**src/fp8_pkg.sv**
```systemverilog
/*
 * Shared types and constants of the FP8 divide and square-root unit.
 * Every module of the unit takes them with a wildcard import in its header.
 * FP8 is 1/5/2 with bias 15, FP8ALT is 1/4/3 with bias 7.
 * Pipeline depths on both sides of the cores are set here.
 */
package fp8_pkg;

  // --------------------------------------------------
  // Formats, operations and status
  // --------------------------------------------------
  typedef enum logic {
    FP8,
    FP8ALT
  } fp_format_e;

  // Anything that is not a divide runs as square root
  typedef enum logic {
    DIV,
    SQRT
  } operation_e;

  typedef struct packed {
    logic nv;
    logic dz;
    logic of;
    logic uf;
    logic nx;
  } status_t;

  // Operand class after decode, subnormals fold into ZERO
  typedef enum logic [2:0] {
    ZERO,
    NORMAL,
    INF,
    QNAN,
    SNAN
  } fp_class_e;

  // --------------------------------------------------
  // Pipeline payloads
  // --------------------------------------------------
  typedef struct packed {
    logic              sign;
    logic signed [5:0] exp;
    // Hidden bit at the MSB, fraction left aligned
    logic        [3:0] man;
    fp_class_e         cls;
  } fp8_unpacked_t;

  typedef struct packed {
    operation_e          op;
    fp_format_e          fmt;
    fp8_unpacked_t [1:0] opd;
  } op_req_t;

  // Unrounded core result, or a finished special pattern
  typedef struct packed {
    logic              sign;
    logic signed [6:0] exp;
    logic        [3:0] man;
    logic              guard;
    logic              sticky;
    logic              special;
    logic        [7:0] special_val;
    status_t           status;
    fp_format_e        fmt;
  } fp8_raw_t;

  typedef struct packed {
    logic [7:0] value;
    status_t    status;
  } result_t;

  // --------------------------------------------------
  // Pipeline depths and format constants
  // --------------------------------------------------
  localparam int unsigned NUM_INP_REGS = 1;
  localparam int unsigned NUM_OUT_REGS = 1;

  localparam int FP8_BIAS        = 15;
  localparam int FP8ALT_BIAS     = 7;
  localparam int FP8_MAN_BITS    = 2;
  localparam int FP8ALT_MAN_BITS = 3;
  // Biased exponent reserved for inf and NaN
  localparam int FP8_EXP_MAX     = 31;
  localparam int FP8ALT_EXP_MAX  = 15;

  localparam logic [7:0] CANON_NAN_FP8    = 8'h7E;
  localparam logic [7:0] CANON_NAN_FP8ALT = 8'h7C;
  // Positive infinity, sign is ORed in by the user
  localparam logic [7:0] INF_FP8          = 8'h7C;
  localparam logic [7:0] INF_FP8ALT       = 8'h78;

endpackage
```
**src/fp8_divsqrt.sv**
```systemverilog
/*
 * Top level of the FP8 divide and square-root unit.
 * Accepts one operation per valid/ready transfer and returns the rounded
 * result with IEEE status NUM_INP_REGS+NUM_OUT_REGS edges later, in order.
 * flush_i drops every item in flight, busy_o flags any work in the unit.
 */
`timescale 1ns/1ps

module fp8_divsqrt import fp8_pkg::*; (
  input  logic            clk_i,
  input  logic            rst_n_i,
  input  logic            flush_i,
  input  logic            in_valid_i,
  output logic            in_ready_o,
  input  operation_e      op_i,
  input  fp_format_e      fmt_i,
  input  logic [1:0][7:0] operands_i,
  output logic [7:0]      result_o,
  output status_t         status_o,
  output logic            out_valid_o,
  input  logic            out_ready_i,
  output logic            busy_o
);

  op_req_t  req;
  op_req_t  div_req;
  op_req_t  sqrt_req;
  logic     req_valid;
  logic     req_ready;
  logic     inp_busy;
  logic     out_busy;
  logic     op_start;
  fp8_raw_t div_raw;
  fp8_raw_t sqrt_raw;
  fp8_raw_t raw_sel;
  result_t  result;

  // --------------------------------------------------
  // Operand decode and input pipeline
  // --------------------------------------------------
  fp8_operand_stage u_operand_stage (
    .clk_i       (clk_i),
    .rst_n_i     (rst_n_i),
    .flush_i     (flush_i),
    .in_valid_i  (in_valid_i),
    .in_ready_o  (in_ready_o),
    .op_i        (op_i),
    .fmt_i       (fmt_i),
    .operands_i  (operands_i),
    .req_o       (req),
    .req_valid_o (req_valid),
    .req_ready_i (req_ready),
    .busy_o      (inp_busy)
  );

  // An item reaching the cores during a flush is dropped
  assign op_start = req_valid & ~flush_i;

  // --------------------------------------------------
  // Core select
  // --------------------------------------------------
  // Idle core sees zeros, so it does not toggle
  always_comb begin : silence_unused_core
    div_req  = '0;
    sqrt_req = '0;
    if (op_start) begin
      if (req.op == DIV) begin
        div_req = req;
      end else begin
        sqrt_req = req;
      end
    end
  end

  fp8_div_core u_div_core (
    .req_i (div_req),
    .raw_o (div_raw)
  );

  fp8_sqrt_core u_sqrt_core (
    .req_i (sqrt_req),
    .raw_o (sqrt_raw)
  );

  assign raw_sel = (req.op == DIV) ? div_raw : sqrt_raw;

  // --------------------------------------------------
  // Rounding and output pipeline
  // --------------------------------------------------
  fp8_result_stage u_result_stage (
    .clk_i       (clk_i),
    .rst_n_i     (rst_n_i),
    .flush_i     (flush_i),
    .raw_i       (raw_sel),
    .raw_valid_i (op_start),
    .raw_ready_o (req_ready),
    .result_o    (result),
    .out_valid_o (out_valid_o),
    .out_ready_i (out_ready_i),
    .busy_o      (out_busy)
  );

  assign result_o = result.value;
  assign status_o = result.status;
  assign busy_o   = inp_busy | out_busy | op_start;

  // Empty pipeline must accept at once after reset
  assert property (@(posedge clk_i) $rose(rst_n_i) |-> in_ready_o);

endmodule

```
**src/fp8_result_stage.sv**
```systemverilog
/*
 * Result stage of the FP8 unit.
 * Rounds the raw core result to nearest even at the format's precision,
 * checks overflow and underflow, packs the byte, then carries it through
 * NUM_OUT_REGS elastic register stages to the output.
 */
`timescale 1ns/1ps

module fp8_result_stage import fp8_pkg::*; (
  input  logic     clk_i,
  input  logic     rst_n_i,
  input  logic     flush_i,
  input  fp8_raw_t raw_i,
  input  logic     raw_valid_i,
  output logic     raw_ready_o,
  output result_t  result_o,
  output logic     out_valid_o,
  input  logic     out_ready_i,
  output logic     busy_o
);

  logic              g;
  logic              s;
  logic              round_up;
  logic              carry;
  logic [4:0]        sum;
  logic [2:0]        frac;
  logic signed [7:0] bias;
  logic signed [7:0] exp_max;
  logic signed [7:0] biased;
  result_t           res_d;

  // --------------------------------------------------
  // Round, rebias and pack
  // --------------------------------------------------
  always_comb begin : round_pack
    if (raw_i.fmt == FP8) begin
      // Only three mantissa bits survive, the fourth becomes guard
      g        = raw_i.man[0];
      s        = raw_i.guard | raw_i.sticky;
      round_up = g & (s | raw_i.man[1]);
      sum      = 5'(raw_i.man[3:1]) + 5'(round_up);
      carry    = sum[3];
      frac     = {1'b0, sum[1:0]};
      bias     = 8'(FP8_BIAS);
      exp_max  = 8'(FP8_EXP_MAX);
    end else begin
      g        = raw_i.guard;
      s        = raw_i.sticky;
      round_up = g & (s | raw_i.man[0]);
      sum      = 5'(raw_i.man) + 5'(round_up);
      carry    = sum[4];
      frac     = sum[2:0];
      bias     = 8'(FP8ALT_BIAS);
      exp_max  = 8'(FP8ALT_EXP_MAX);
    end
    // Mantissa carry leaves a zero fraction and bumps the exponent
    biased = 8'(raw_i.exp) + 8'(carry) + bias;

    res_d           = '0;
    res_d.status    = raw_i.status;
    res_d.status.nx = g | s;
    if (raw_i.special) begin
      res_d.value  = raw_i.special_val;
      res_d.status = raw_i.status;
    end else if (biased >= exp_max) begin
      res_d.value     = ((raw_i.fmt == FP8) ? INF_FP8 : INF_FP8ALT) | {raw_i.sign, 7'b0};
      res_d.status.of = 1'b1;
      res_d.status.nx = 1'b1;
    end else if (biased <= 8'sd0) begin
      // No subnormals, flush to signed zero
      res_d.value     = {raw_i.sign, 7'b0};
      res_d.status.uf = 1'b1;
      res_d.status.nx = 1'b1;
    end else if (raw_i.fmt == FP8) begin
      res_d.value = {raw_i.sign, biased[4:0], frac[FP8_MAN_BITS-1:0]};
    end else begin
      res_d.value = {raw_i.sign, biased[3:0], frac[FP8ALT_MAN_BITS-1:0]};
    end
  end

  // --------------------------------------------------
  // Elastic output pipeline
  // --------------------------------------------------
  result_t res_q   [NUM_OUT_REGS+1];
  logic    valid_q [NUM_OUT_REGS+1];
  logic    ready   [NUM_OUT_REGS+1];

  assign res_q[0]            = res_d;
  assign valid_q[0]          = raw_valid_i;
  assign ready[NUM_OUT_REGS] = out_ready_i;
  assign raw_ready_o         = ready[0];

  for (genvar i = 0; i < NUM_OUT_REGS; i++) begin : gen_out_regs
    assign ready[i] = ready[i+1] | ~valid_q[i+1];

    always_ff @(posedge clk_i or negedge rst_n_i) begin
      if (!rst_n_i) begin
        valid_q[i+1] <= 1'b0;
      end else if (flush_i) begin
        valid_q[i+1] <= 1'b0;
      end else if (ready[i]) begin
        valid_q[i+1] <= valid_q[i];
      end
    end

    always_ff @(posedge clk_i) begin
      if (ready[i] && valid_q[i]) begin
        res_q[i+1] <= res_q[i];
      end
    end
  end

  assign result_o    = res_q[NUM_OUT_REGS];
  assign out_valid_o = valid_q[NUM_OUT_REGS];

  always_comb begin : busy_or
    busy_o = 1'b0;
    for (int unsigned i = 1; i <= NUM_OUT_REGS; i++) begin
      busy_o = busy_o | valid_q[i];
    end
  end

  // Flush kills everything in flight on both sides
  assert property (@(posedge clk_i) disable iff (!rst_n_i)
    flush_i |=> !out_valid_o);

endmodule

```
**src/fp8_sqrt_core.sv**
```systemverilog
/*
 * Combinational square-root core of the FP8 unit.
 * Works on operand 0 only. A restoring integer root gives four mantissa
 * bits plus guard, sticky comes from the final remainder.
 */
`timescale 1ns/1ps

module fp8_sqrt_core import fp8_pkg::*; (
  input  op_req_t  req_i,
  output fp8_raw_t raw_o
);

  fp8_unpacked_t a;
  logic          any_nan;
  logic          invalid;
  logic [7:0]    nan_pat;
  logic [7:0]    inf_pat;
  logic [4:0]    man_adj;
  logic [9:0]    radicand;
  logic [4:0]    root;
  logic [6:0]    rem;

  assign a = req_i.opd[0];

  // --------------------------------------------------
  // Class checks and special patterns
  // --------------------------------------------------
  assign any_nan = a.cls inside {QNAN, SNAN};
  // Negative nonzero operand has no real root
  assign invalid = (a.cls == SNAN) || (a.sign && (a.cls inside {NORMAL, INF}));
  assign nan_pat = (req_i.fmt == FP8) ? CANON_NAN_FP8 : CANON_NAN_FP8ALT;
  assign inf_pat = (req_i.fmt == FP8) ? INF_FP8 : INF_FP8ALT;

  // --------------------------------------------------
  // Integer root
  // --------------------------------------------------
  // Odd exponent moves one factor of two into the mantissa
  assign man_adj  = a.exp[0] ? {a.man, 1'b0} : {1'b0, a.man};
  // Scaled so that the root lands in [16, 32)
  assign radicand = {man_adj, 5'b0};

  always_comb begin : restoring_root
    logic [8:0] acc;
    logic [8:0] trial;
    acc  = '0;
    root = '0;
    for (int i = 4; i >= 0; i--) begin
      // Bring down the next bit pair
      acc   = {acc[6:0], radicand[2*i+1 -: 2]};
      trial = {2'b0, root, 2'b01};
      if (acc >= trial) begin
        acc  = acc - trial;
        root = {root[3:0], 1'b1};
      end else begin
        root = {root[3:0], 1'b0};
      end
    end
    rem = acc[6:0];
  end

  always_comb begin : sqrt_result
    raw_o        = '0;
    raw_o.fmt    = req_i.fmt;
    raw_o.sign   = 1'b0;
    // Arithmetic shift halves the even exponent, also below zero
    raw_o.exp    = 7'(a.exp >>> 1);
    raw_o.man    = root[4:1];
    raw_o.guard  = root[0];
    raw_o.sticky = (rem != '0);

    if (any_nan || invalid) begin
      raw_o.special     = 1'b1;
      raw_o.special_val = nan_pat;
      raw_o.status.nv   = invalid;
    end else if (a.cls == ZERO) begin
      // Signed zero comes back unchanged
      raw_o.special     = 1'b1;
      raw_o.special_val = {a.sign, 7'b0};
    end else if (a.cls == INF) begin
      raw_o.special     = 1'b1;
      raw_o.special_val = inf_pat;
    end
  end

endmodule

```
**src/fp8_div_core.sv**
```systemverilog
/*
 * Combinational divide core of the FP8 unit.
 * Operand 0 is the dividend, operand 1 the divisor. The result leaves
 * unrounded with guard and sticky, or as a finished special pattern.
 */
`timescale 1ns/1ps

module fp8_div_core import fp8_pkg::*; (
  input  op_req_t  req_i,
  output fp8_raw_t raw_o
);

  fp8_unpacked_t a;
  fp8_unpacked_t b;
  logic          sign;
  logic          any_nan;
  logic          invalid;
  logic [7:0]    nan_pat;
  logic [7:0]    inf_pat;
  logic [3:0]    divisor;
  logic [8:0]    dividend;
  logic [5:0]    quot;
  logic [3:0]    rem;

  assign a    = req_i.opd[0];
  assign b    = req_i.opd[1];
  assign sign = a.sign ^ b.sign;

  // --------------------------------------------------
  // Class checks and special patterns
  // --------------------------------------------------
  assign any_nan = (a.cls inside {QNAN, SNAN}) || (b.cls inside {QNAN, SNAN});
  // SNAN input, 0/0 and inf/inf raise NV
  assign invalid = (a.cls == SNAN) || (b.cls == SNAN) ||
                   (a.cls == ZERO && b.cls == ZERO) ||
                   (a.cls == INF && b.cls == INF);
  assign nan_pat = (req_i.fmt == FP8) ? CANON_NAN_FP8 : CANON_NAN_FP8ALT;
  assign inf_pat = ((req_i.fmt == FP8) ? INF_FP8 : INF_FP8ALT) | {sign, 7'b0};

  // --------------------------------------------------
  // Mantissa division
  // --------------------------------------------------
  // Divisor forced to 1.0 for non-normal classes, keeps the divide defined
  assign divisor  = (b.cls == NORMAL) ? b.man : 4'b1000;
  // Ratio lies in (0.5, 2), five extra bits give 4 mantissa bits plus two more
  assign dividend = {a.man, 5'b0};
  assign quot     = 6'(dividend / 9'(divisor));
  assign rem      = 4'(dividend % 9'(divisor));

  always_comb begin : divide
    raw_o      = '0;
    raw_o.fmt  = req_i.fmt;
    raw_o.sign = sign;
    if (quot[5]) begin
      // Ratio at or above one
      raw_o.exp    = 7'(a.exp) - 7'(b.exp);
      raw_o.man    = quot[5:2];
      raw_o.guard  = quot[1];
      raw_o.sticky = quot[0] | (rem != '0);
    end else begin
      // Ratio below one, shift left once
      raw_o.exp    = 7'(a.exp) - 7'(b.exp) - 7'sd1;
      raw_o.man    = quot[4:1];
      raw_o.guard  = quot[0];
      raw_o.sticky = (rem != '0);
    end

    // Special cases override the arithmetic path
    if (any_nan || invalid) begin
      raw_o.special     = 1'b1;
      raw_o.special_val = nan_pat;
      raw_o.status.nv   = invalid;
    end else if (a.cls == INF) begin
      // Infinite dividend stays infinite, also over zero, with no DZ
      raw_o.special     = 1'b1;
      raw_o.special_val = inf_pat;
    end else if (b.cls == ZERO) begin
      // Finite nonzero over zero
      raw_o.special     = 1'b1;
      raw_o.special_val = inf_pat;
      raw_o.status.dz   = 1'b1;
    end else if (a.cls == ZERO || b.cls == INF) begin
      raw_o.special     = 1'b1;
      raw_o.special_val = {sign, 7'b0};
    end
  end

endmodule

```
**src/fp8_operand_stage.sv**
```systemverilog
/*
 * Operand stage of the FP8 divide and square-root unit.
 * Both operands are decoded into sign, unbiased exponent, mantissa and class,
 * then carried through NUM_INP_REGS elastic register stages.
 * Ready runs combinationally back through all stages, flush clears the valids.
 */
`timescale 1ns/1ps

module fp8_operand_stage import fp8_pkg::*; (
  input  logic            clk_i,
  input  logic            rst_n_i,
  input  logic            flush_i,
  input  logic            in_valid_i,
  output logic            in_ready_o,
  input  operation_e      op_i,
  input  fp_format_e      fmt_i,
  input  logic [1:0][7:0] operands_i,
  output op_req_t         req_o,
  output logic            req_valid_o,
  input  logic            req_ready_i,
  output logic            busy_o
);

  // Split one operand by format and remove the bias
  function automatic fp8_unpacked_t decode(input logic [7:0] val, input fp_format_e fmt);
    fp8_unpacked_t res;
    logic [4:0]    e_field;
    logic [4:0]    e_max;
    logic [2:0]    m_field;
    logic [5:0]    bias;
    res.sign = val[7];
    if (fmt == FP8) begin
      e_field = val[6:2];
      // FP8 fraction padded to the FP8ALT width
      m_field = {val[1:0], 1'b0};
      e_max   = 5'(FP8_EXP_MAX);
      bias    = 6'(FP8_BIAS);
    end else begin
      e_field = {1'b0, val[6:3]};
      m_field = val[2:0];
      e_max   = 5'(FP8ALT_EXP_MAX);
      bias    = 6'(FP8ALT_BIAS);
    end
    res.exp = 6'(e_field) - bias;
    res.man = {1'b1, m_field};
    res.cls = NORMAL;
    if (e_field == '0) begin
      // Zero and subnormal alike
      res.cls = ZERO;
      res.exp = '0;
      res.man = '0;
    end else if (e_field == e_max) begin
      // Fraction MSB tells quiet from signalling NaN
      res.cls = (m_field == '0) ? INF : (m_field[2] ? QNAN : SNAN);
    end
    return res;
  endfunction

  op_req_t req_d;
  op_req_t req_q   [NUM_INP_REGS+1];
  logic    valid_q [NUM_INP_REGS+1];
  logic    ready   [NUM_INP_REGS+1];

  always_comb begin : decode_operands
    req_d.op     = op_i;
    req_d.fmt    = fmt_i;
    req_d.opd[0] = decode(operands_i[0], fmt_i);
    req_d.opd[1] = decode(operands_i[1], fmt_i);
  end

  // --------------------------------------------------
  // Elastic input pipeline
  // --------------------------------------------------
  // Index 0 is the decoded input, index i is after i registers
  assign req_q[0]             = req_d;
  assign valid_q[0]           = in_valid_i;
  assign ready[NUM_INP_REGS]  = req_ready_i;
  assign in_ready_o           = ready[0];

  for (genvar i = 0; i < NUM_INP_REGS; i++) begin : gen_inp_regs
    // Advance when downstream takes data or only holds a bubble
    assign ready[i] = ready[i+1] | ~valid_q[i+1];

    always_ff @(posedge clk_i or negedge rst_n_i) begin
      if (!rst_n_i) begin
        valid_q[i+1] <= 1'b0;
      end else if (flush_i) begin
        valid_q[i+1] <= 1'b0;
      end else if (ready[i]) begin
        valid_q[i+1] <= valid_q[i];
      end
    end

    // Payload only moves with a valid item
    always_ff @(posedge clk_i) begin
      if (ready[i] && valid_q[i]) begin
        req_q[i+1] <= req_q[i];
      end
    end
  end

  assign req_o       = req_q[NUM_INP_REGS];
  assign req_valid_o = valid_q[NUM_INP_REGS];

  always_comb begin : busy_or
    busy_o = 1'b0;
    for (int unsigned i = 1; i <= NUM_INP_REGS; i++) begin
      busy_o = busy_o | valid_q[i];
    end
  end

  // Stalled request must not change under the cores
  assert property (@(posedge clk_i) disable iff (!rst_n_i || flush_i)
    req_valid_o && !req_ready_i |=> $stable(req_o));

endmodule

```
**config.mk**
```make
export PLATFORM = sky130hd
export DESIGN_NAME = fp8_divsqrt
export DESIGN_NICKNAME = d
export VERILOG_FILES = /design/src/fp8_pkg.sv /design/src/fp8_divsqrt.sv /design/src/fp8_result_stage.sv /design/src/fp8_sqrt_core.sv /design/src/fp8_div_core.sv /design/src/fp8_operand_stage.sv
export SDC_FILE = /design/constraint.sdc
export NUM_CORES = 1
export LEC_CHECK = 0
export BUFFER_PORTS_ARGS = -buffer_cell sky130_fd_sc_hd__buf_2
export CORE_MARGIN = 5
export CORE_UTILIZATION = 40
export DETAILED_ROUTE_END_ITERATION = 10
export SLEW_MARGIN = 15
export SYNTH_ARGS = -nofsm -noshare
export SYNTH_HDL_FRONTEND = slang
export SYNTH_SLANG_ARGS = --single-unit
```
**constraint.sdc**
```tcl
create_clock -name clk_i -period 19.2 [get_ports clk_i]
set_input_delay 3.84 -clock clk_i [delete_from_list [all_inputs] [get_ports clk_i]]
set_output_delay 3.84 -clock clk_i [all_outputs]
set_load 0.01 [all_outputs]
```
---- Word level (Yosys, flattened, before mapping) ----
Index checks and enable logic that the tools add are counted.
operators by class
  reduce and logical (&&, ||, !) cells .... 33
  bitwise gates (word level) .............. 20
  $add $sub $neg .......................... 13
  multiplexer cells ....................... 68
  equal/unequal tests ..................... 13
  divide/modulo/power cells ............... 2
  magnitude comparators ................... 7
operator list
  operator            count
  $mux 29             5
  $mux 9              7
  $mux 7              7
  $mux 3              9
  $mux 5              5
  $mux 1              22
  $mux 4              5
  $eq 3x2->1 const B  6
  $mux 8              2
  $logic_not 3->1     5
  $mux 13             1
  $reduce_bool 2->1   6
  $sub 5x4->6         2
  $eq 5x5->1          2
  $logic_not 5->1     2
  $mux 2              5
  $div 9x4->9         1
  $eq 3x3->1 const B  3
  $ge 9x3->1          1
  $ge 9x4->1          1
  $ge 9x5->1          1
  $ge 9x6->1          1
  $mod 9x4->9         1
  $or 1x1->1          9
  26 further kinds    47
word-level totals
  output and inout bits ................... 16
  logic and storage cells ................. 180
  register bits ........................... 45
  input port bits ......................... 23

---- Longest topological paths before layout ----
  depth after elaboration ................. 27
  mapped depth ............................ 83
  depth with buffers taken out ............ 80

---- By module ----
From an unflattened synthesis, not the netlist that was laid out.
second synthesis, totals
  cells, all modules ...................... 796
  area, all modules ....................... 6615.1 µm²
by module, submodules not included
  module             sequential area each (µm²)  cells an instance  area an instance (µm²)  instances
  fp8_div_core       0.0                         315                2298.5                  1
  fp8_operand_stage  925.9                       120                1547.7                  1
  fp8_result_stage   415.4                       107                1053.5                  1
  fp8_sqrt_core      0.0                         120                862.1                   1
  fp8_divsqrt        0.0                         134                853.3                   1

---- Worst setup path after synthesis ----
Ideal clock, no wire load.
  path kind ............................... input-to-reg
  start ................................... in flush_i
  end ..................................... reg u_result_stage.res_q (netlist bit u_result_stage.result_o[7]) (data pin)
  path slack .............................. -0.339 ns
  library setup time ...................... 0.281 ns
  data required time ...................... 18.919 ns
  cell stages on the path ................. 76
  arrival time ............................ 19.258 ns
  buffers on the path ..................... 3
  cells stage by stage .................... or3b_1 buf_2 nor2_2 clkinv_1 ha_1 o21a_1 o211ai_1 or3_1 nand2_1 ha_1 o21ai_0 a2111oi_4 and2_1 a21o_1 inv_1 ha_1 or2_2 a21oi_1 (+40 left out) nor2_1 ha_1 o2111ai_1 ha_1 ha_1 o211ai_1 a21oi_1 xnor2_1 inv_1 ha_1 a41oi_1 o31ai_1 a21oi_1 a31oi_1 nor2b_1 or2_2 o21ai_0 o311ai_0
RTL lines
  item                           line                     text
  start, declared                fp8_divsqrt.sv:12        input logic flush_i,
  end signal, assigned by index  fp8_result_stage.sv:109  res_q[i+1] <= res_q[i];
  end, declared                  fp8_result_stage.sv:85   result_t res_q [NUM_OUT_REGS+1];

==> results.cfg <==
[run_status]
outcome = finished, final reports clean

[timing]
whs_ns = 0.631
relSlewSlack_pct = 44.6
tightest_slew_ns = 0.827
hold_violations = 0
setup_viol = 0
slew_violations = 0
tns_ns = 0
timing.fmax_mhz = 54.1
fin_crit_ns = 18.50
fin_ws_ns = 0.699
skew_ns = 0.00587
fin_crit_sh_pct = 96.4

[setup_path]
worst_setup_path_start_kind = input pin
cp.depth = 79
slowest_stage = a2111oi_4
crit-reg2reg-launch = u_operand_stage.req_o[15]
end_kind = register
critPathKind = input pin to register
path_common_cell = ha_1
critPathBufInv = 5
crit_arrival_ns = 18.51
crit_family = compound AO/OA/AOI/OAI gates
cpPeakStageDelay_ns = 0.39
reg2reg_depth = 78
worstPathRequired_ns = 19.20
worstSetupStartpoint = flush_i
ff2ff_setup_slack_ns = 3.59
reg2reg_to = u_result_stage.result_o[7]
crit_end = u_result_stage.result_o[7]
critPathMaxFanout = 5

[grt]
grt_pass1_vias = 5237
antenna_found_initial = 0
grt_pass1_wl_um = 25300
grt_max_degree = 31
grt_util_all_layers_pct = 18.2
grt-ovfl-total = 0

[clocking]
cts_num_sinks = 45
clkLatencyLatePin_ns = 0.29
htreeDepth = 2
cts_tree = done
cts.clk_slew.worst_paths_ns = 0.07
clock_path_buffers = 2
ctsHoldBuffers = 0
cts_made_buffers = 5
clock-root-buffer = clkbuf_16

[drt]
routed_wirelength_um = 15700
viasPerCell = 5.81
first_iter_violations = 457
ant_nets = 0
wl_met1_um = 7160
drcViolationCount = 0
wl_per_cell_um = 16.2
top_layer_used = met4
drt_first_pass_iters = 5
wl_met2_um = 7540
vias = 5627
met3_length_um = 580

[yosys]
ys.flop_type = edfxtp_1
synth_area_leaders = edfxtp_1 (22%), ha_1 (10%), nor2_1 (4.7%)
synth.most_common_cell = nor2_1
yosysTopAreaCellShare_pct = 22.3
syn_avg_cell_area_um2 = 8.06
synth-async-reset-ratio_pct = 4.44
netlist_area_um2 = 5790
syn_nets = 790
synth_edf_count = 43
yosys_warnings = 0
yosysUniqueCellTypes = 86
ys_seq_area_share_pct = 23.2
yosysTopAreaCell = edfxtp_1
synthTopCellsByCount = nor2_1 (72), nand2_1 (58), o21ai_0 (48), ha_1 (47), edfxtp_1 (43)
synthCells = 718
synth-seq-cells = 45

[finish]
syn2layout_area_growth_pct = 18.2
fin_nets = 856
antennaDiodeCount = 0
drive_above_1_share_pct = 20.4
final_area_um2 = 6840

[place]
hpwl_um = 12200
port-buffer-count = 38
place_ws_ns = -0.343
place_congestion = 0.923
placed_area_um2 = 6390

[die]
die_area_um2 = 17000
core_um2 = 14400
row_count = 44
ios = 39
die_h_um = 130
start_util_pct = 40.3
fp.dieW_um = 130

[hold_path]
hold_class = register to register

[job]
maxCapViolCount = 0

[power]
p_per_area_nw_per_um2 = 52.9
vdd_drop_max_v = 0.0000430
finalPower_uw = 362
p_leak_uw = 0.00276
==> through the flow <==
stage	std cells	utilization, %
floorplan	718	-
global route	969	47.6
detailed placement	948	44.5
finish	969	47.6
global placement	948	44.5
CTS	957	45.8
==> logic make-up (layout without fill, tap and decap cells) <==
logic type      after synthesis  count (layout)  synth area share, %
fa+ha+maj                    49              49                 10.9
flops                        45              45                 23.2
mux                          17              17                 3.05
xor+xnor                     38              38                 5.75
simple gates                287             287                 26.0
buf+inv                      66             133                 4.50
compound gates              216             216                 26.6
==> per-layer routing <==
layer	global-route usage [%]	up-vias
li1	-	2789
met1	24.4	2641
met2	31.9	160
met3	1.60	37
met4	4.10	0
met5	0	-
==> registers in the layout, indices dropped and copies added, names as in the netlist <==
name,flops
u_operand_stage.req_o,30
u_result_stage.result_o,13
u_operand_stage.busy_o,1
u_result_stage.busy_o,1
==> worst reg2reg max path, delay by kind of cell (launching register included) <==
kind / cells / cell delay (ns)
xor gates and xnor gates: 1 / 0.16
AOI/OAI and AO/OA: 39 / 6.93
adders and majority gates: 12 / 3.07
and+or+nand+nor: 21 / 3.94
muxes: 1 / 0.30
DFF: 1 / 0.55
buffers and inverters: 4 / 0.36
==> cell usage in the layout (no fill, tap or decap), types with 5 or more instances in the layout <==
master / synthesis / final
nor2_1: 72 / 71
nand2_1: 58 / 55
buf_4: 0 / 49
edfxtp_1: 43 / 43
o21ai_0: 48 / 42
ha_1: 47 / 42
buf_2: 4 / 38
inv_1: 37 / 37
a21oi_1: 42 / 37
nand3_1: 23 / 20
xnor2_1: 21 / 20
nor3_1: 19 / 19
nor2b_1: 18 / 18
xor2_1: 17 / 17
a21o_1: 17 / 17
and2_1: 16 / 15
nand2b_1: 15 / 15
o21a_1: 14 / 14
a31oi_1: 15 / 14
mux2i_1: 12 / 12
or3_1: 10 / 9
o211ai_1: 7 / 7
a21oi_2: 2 / 7
and3_1: 8 / 7
a21boi_0: 6 / 6
nand4_1: 6 / 6
o31ai_1: 6 / 6
o21ai_1: 2 / 6
nand2_2: 2 / 5
mux2_2: 5 / 5
clkbuf_16: 0 / 5
==> layout make-up <==
| class | instances | area [um^2] |
|---|---|---|
| inverters | 38 | 144 |
| repair buffers | 87 | 558 |
| clock buffers | 6 | 129 |
| well taps | 184 | 230 |
| clock inverters | 2 | 38.8 |
| flip-flops and latches | 45 | 1340 |
| fillers | 1386 | 7530 |
| multi-input cells | 607 | 4400 |
==> what timing repair did <==
item	in CTS	in global routing
pin swaps	1	18
endpoints found under the setup margin	2	10
setup buffers	1	12
resized for setup	2	38
==> power breakdown <==
part | total [uW] | switching (uW) | internal (uW)
combinational | 141 | 79.4 | 61.8
clock | 99.9 | 37.9 | 62.0
sequential | 121 | 5.94 | 115
==> worst min path at each step <==
stage | cells past startpoint | slack [ns] | end | startpoint
after floorplan | 2 | 0.58 | u_result_stage.result_o[12] | u_operand_stage.req_o[13]
after global placement | 2 | 0.61 | u_result_stage.result_o[12] | u_operand_stage.req_o[27]
after detailed placement | 2 | 0.61 | u_result_stage.result_o[12] | u_operand_stage.req_o[27]
after CTS | 2 | 0.64 | u_result_stage.result_o[12] | u_operand_stage.req_o[27]
after global routing | 2 | 0.72 | u_result_stage.result_o[12] | u_operand_stage.req_o[27]
final | 2 | 0.63 | u_result_stage.result_o[12] | u_operand_stage.req_o[27]
Power figures use the tool's default switching activity.
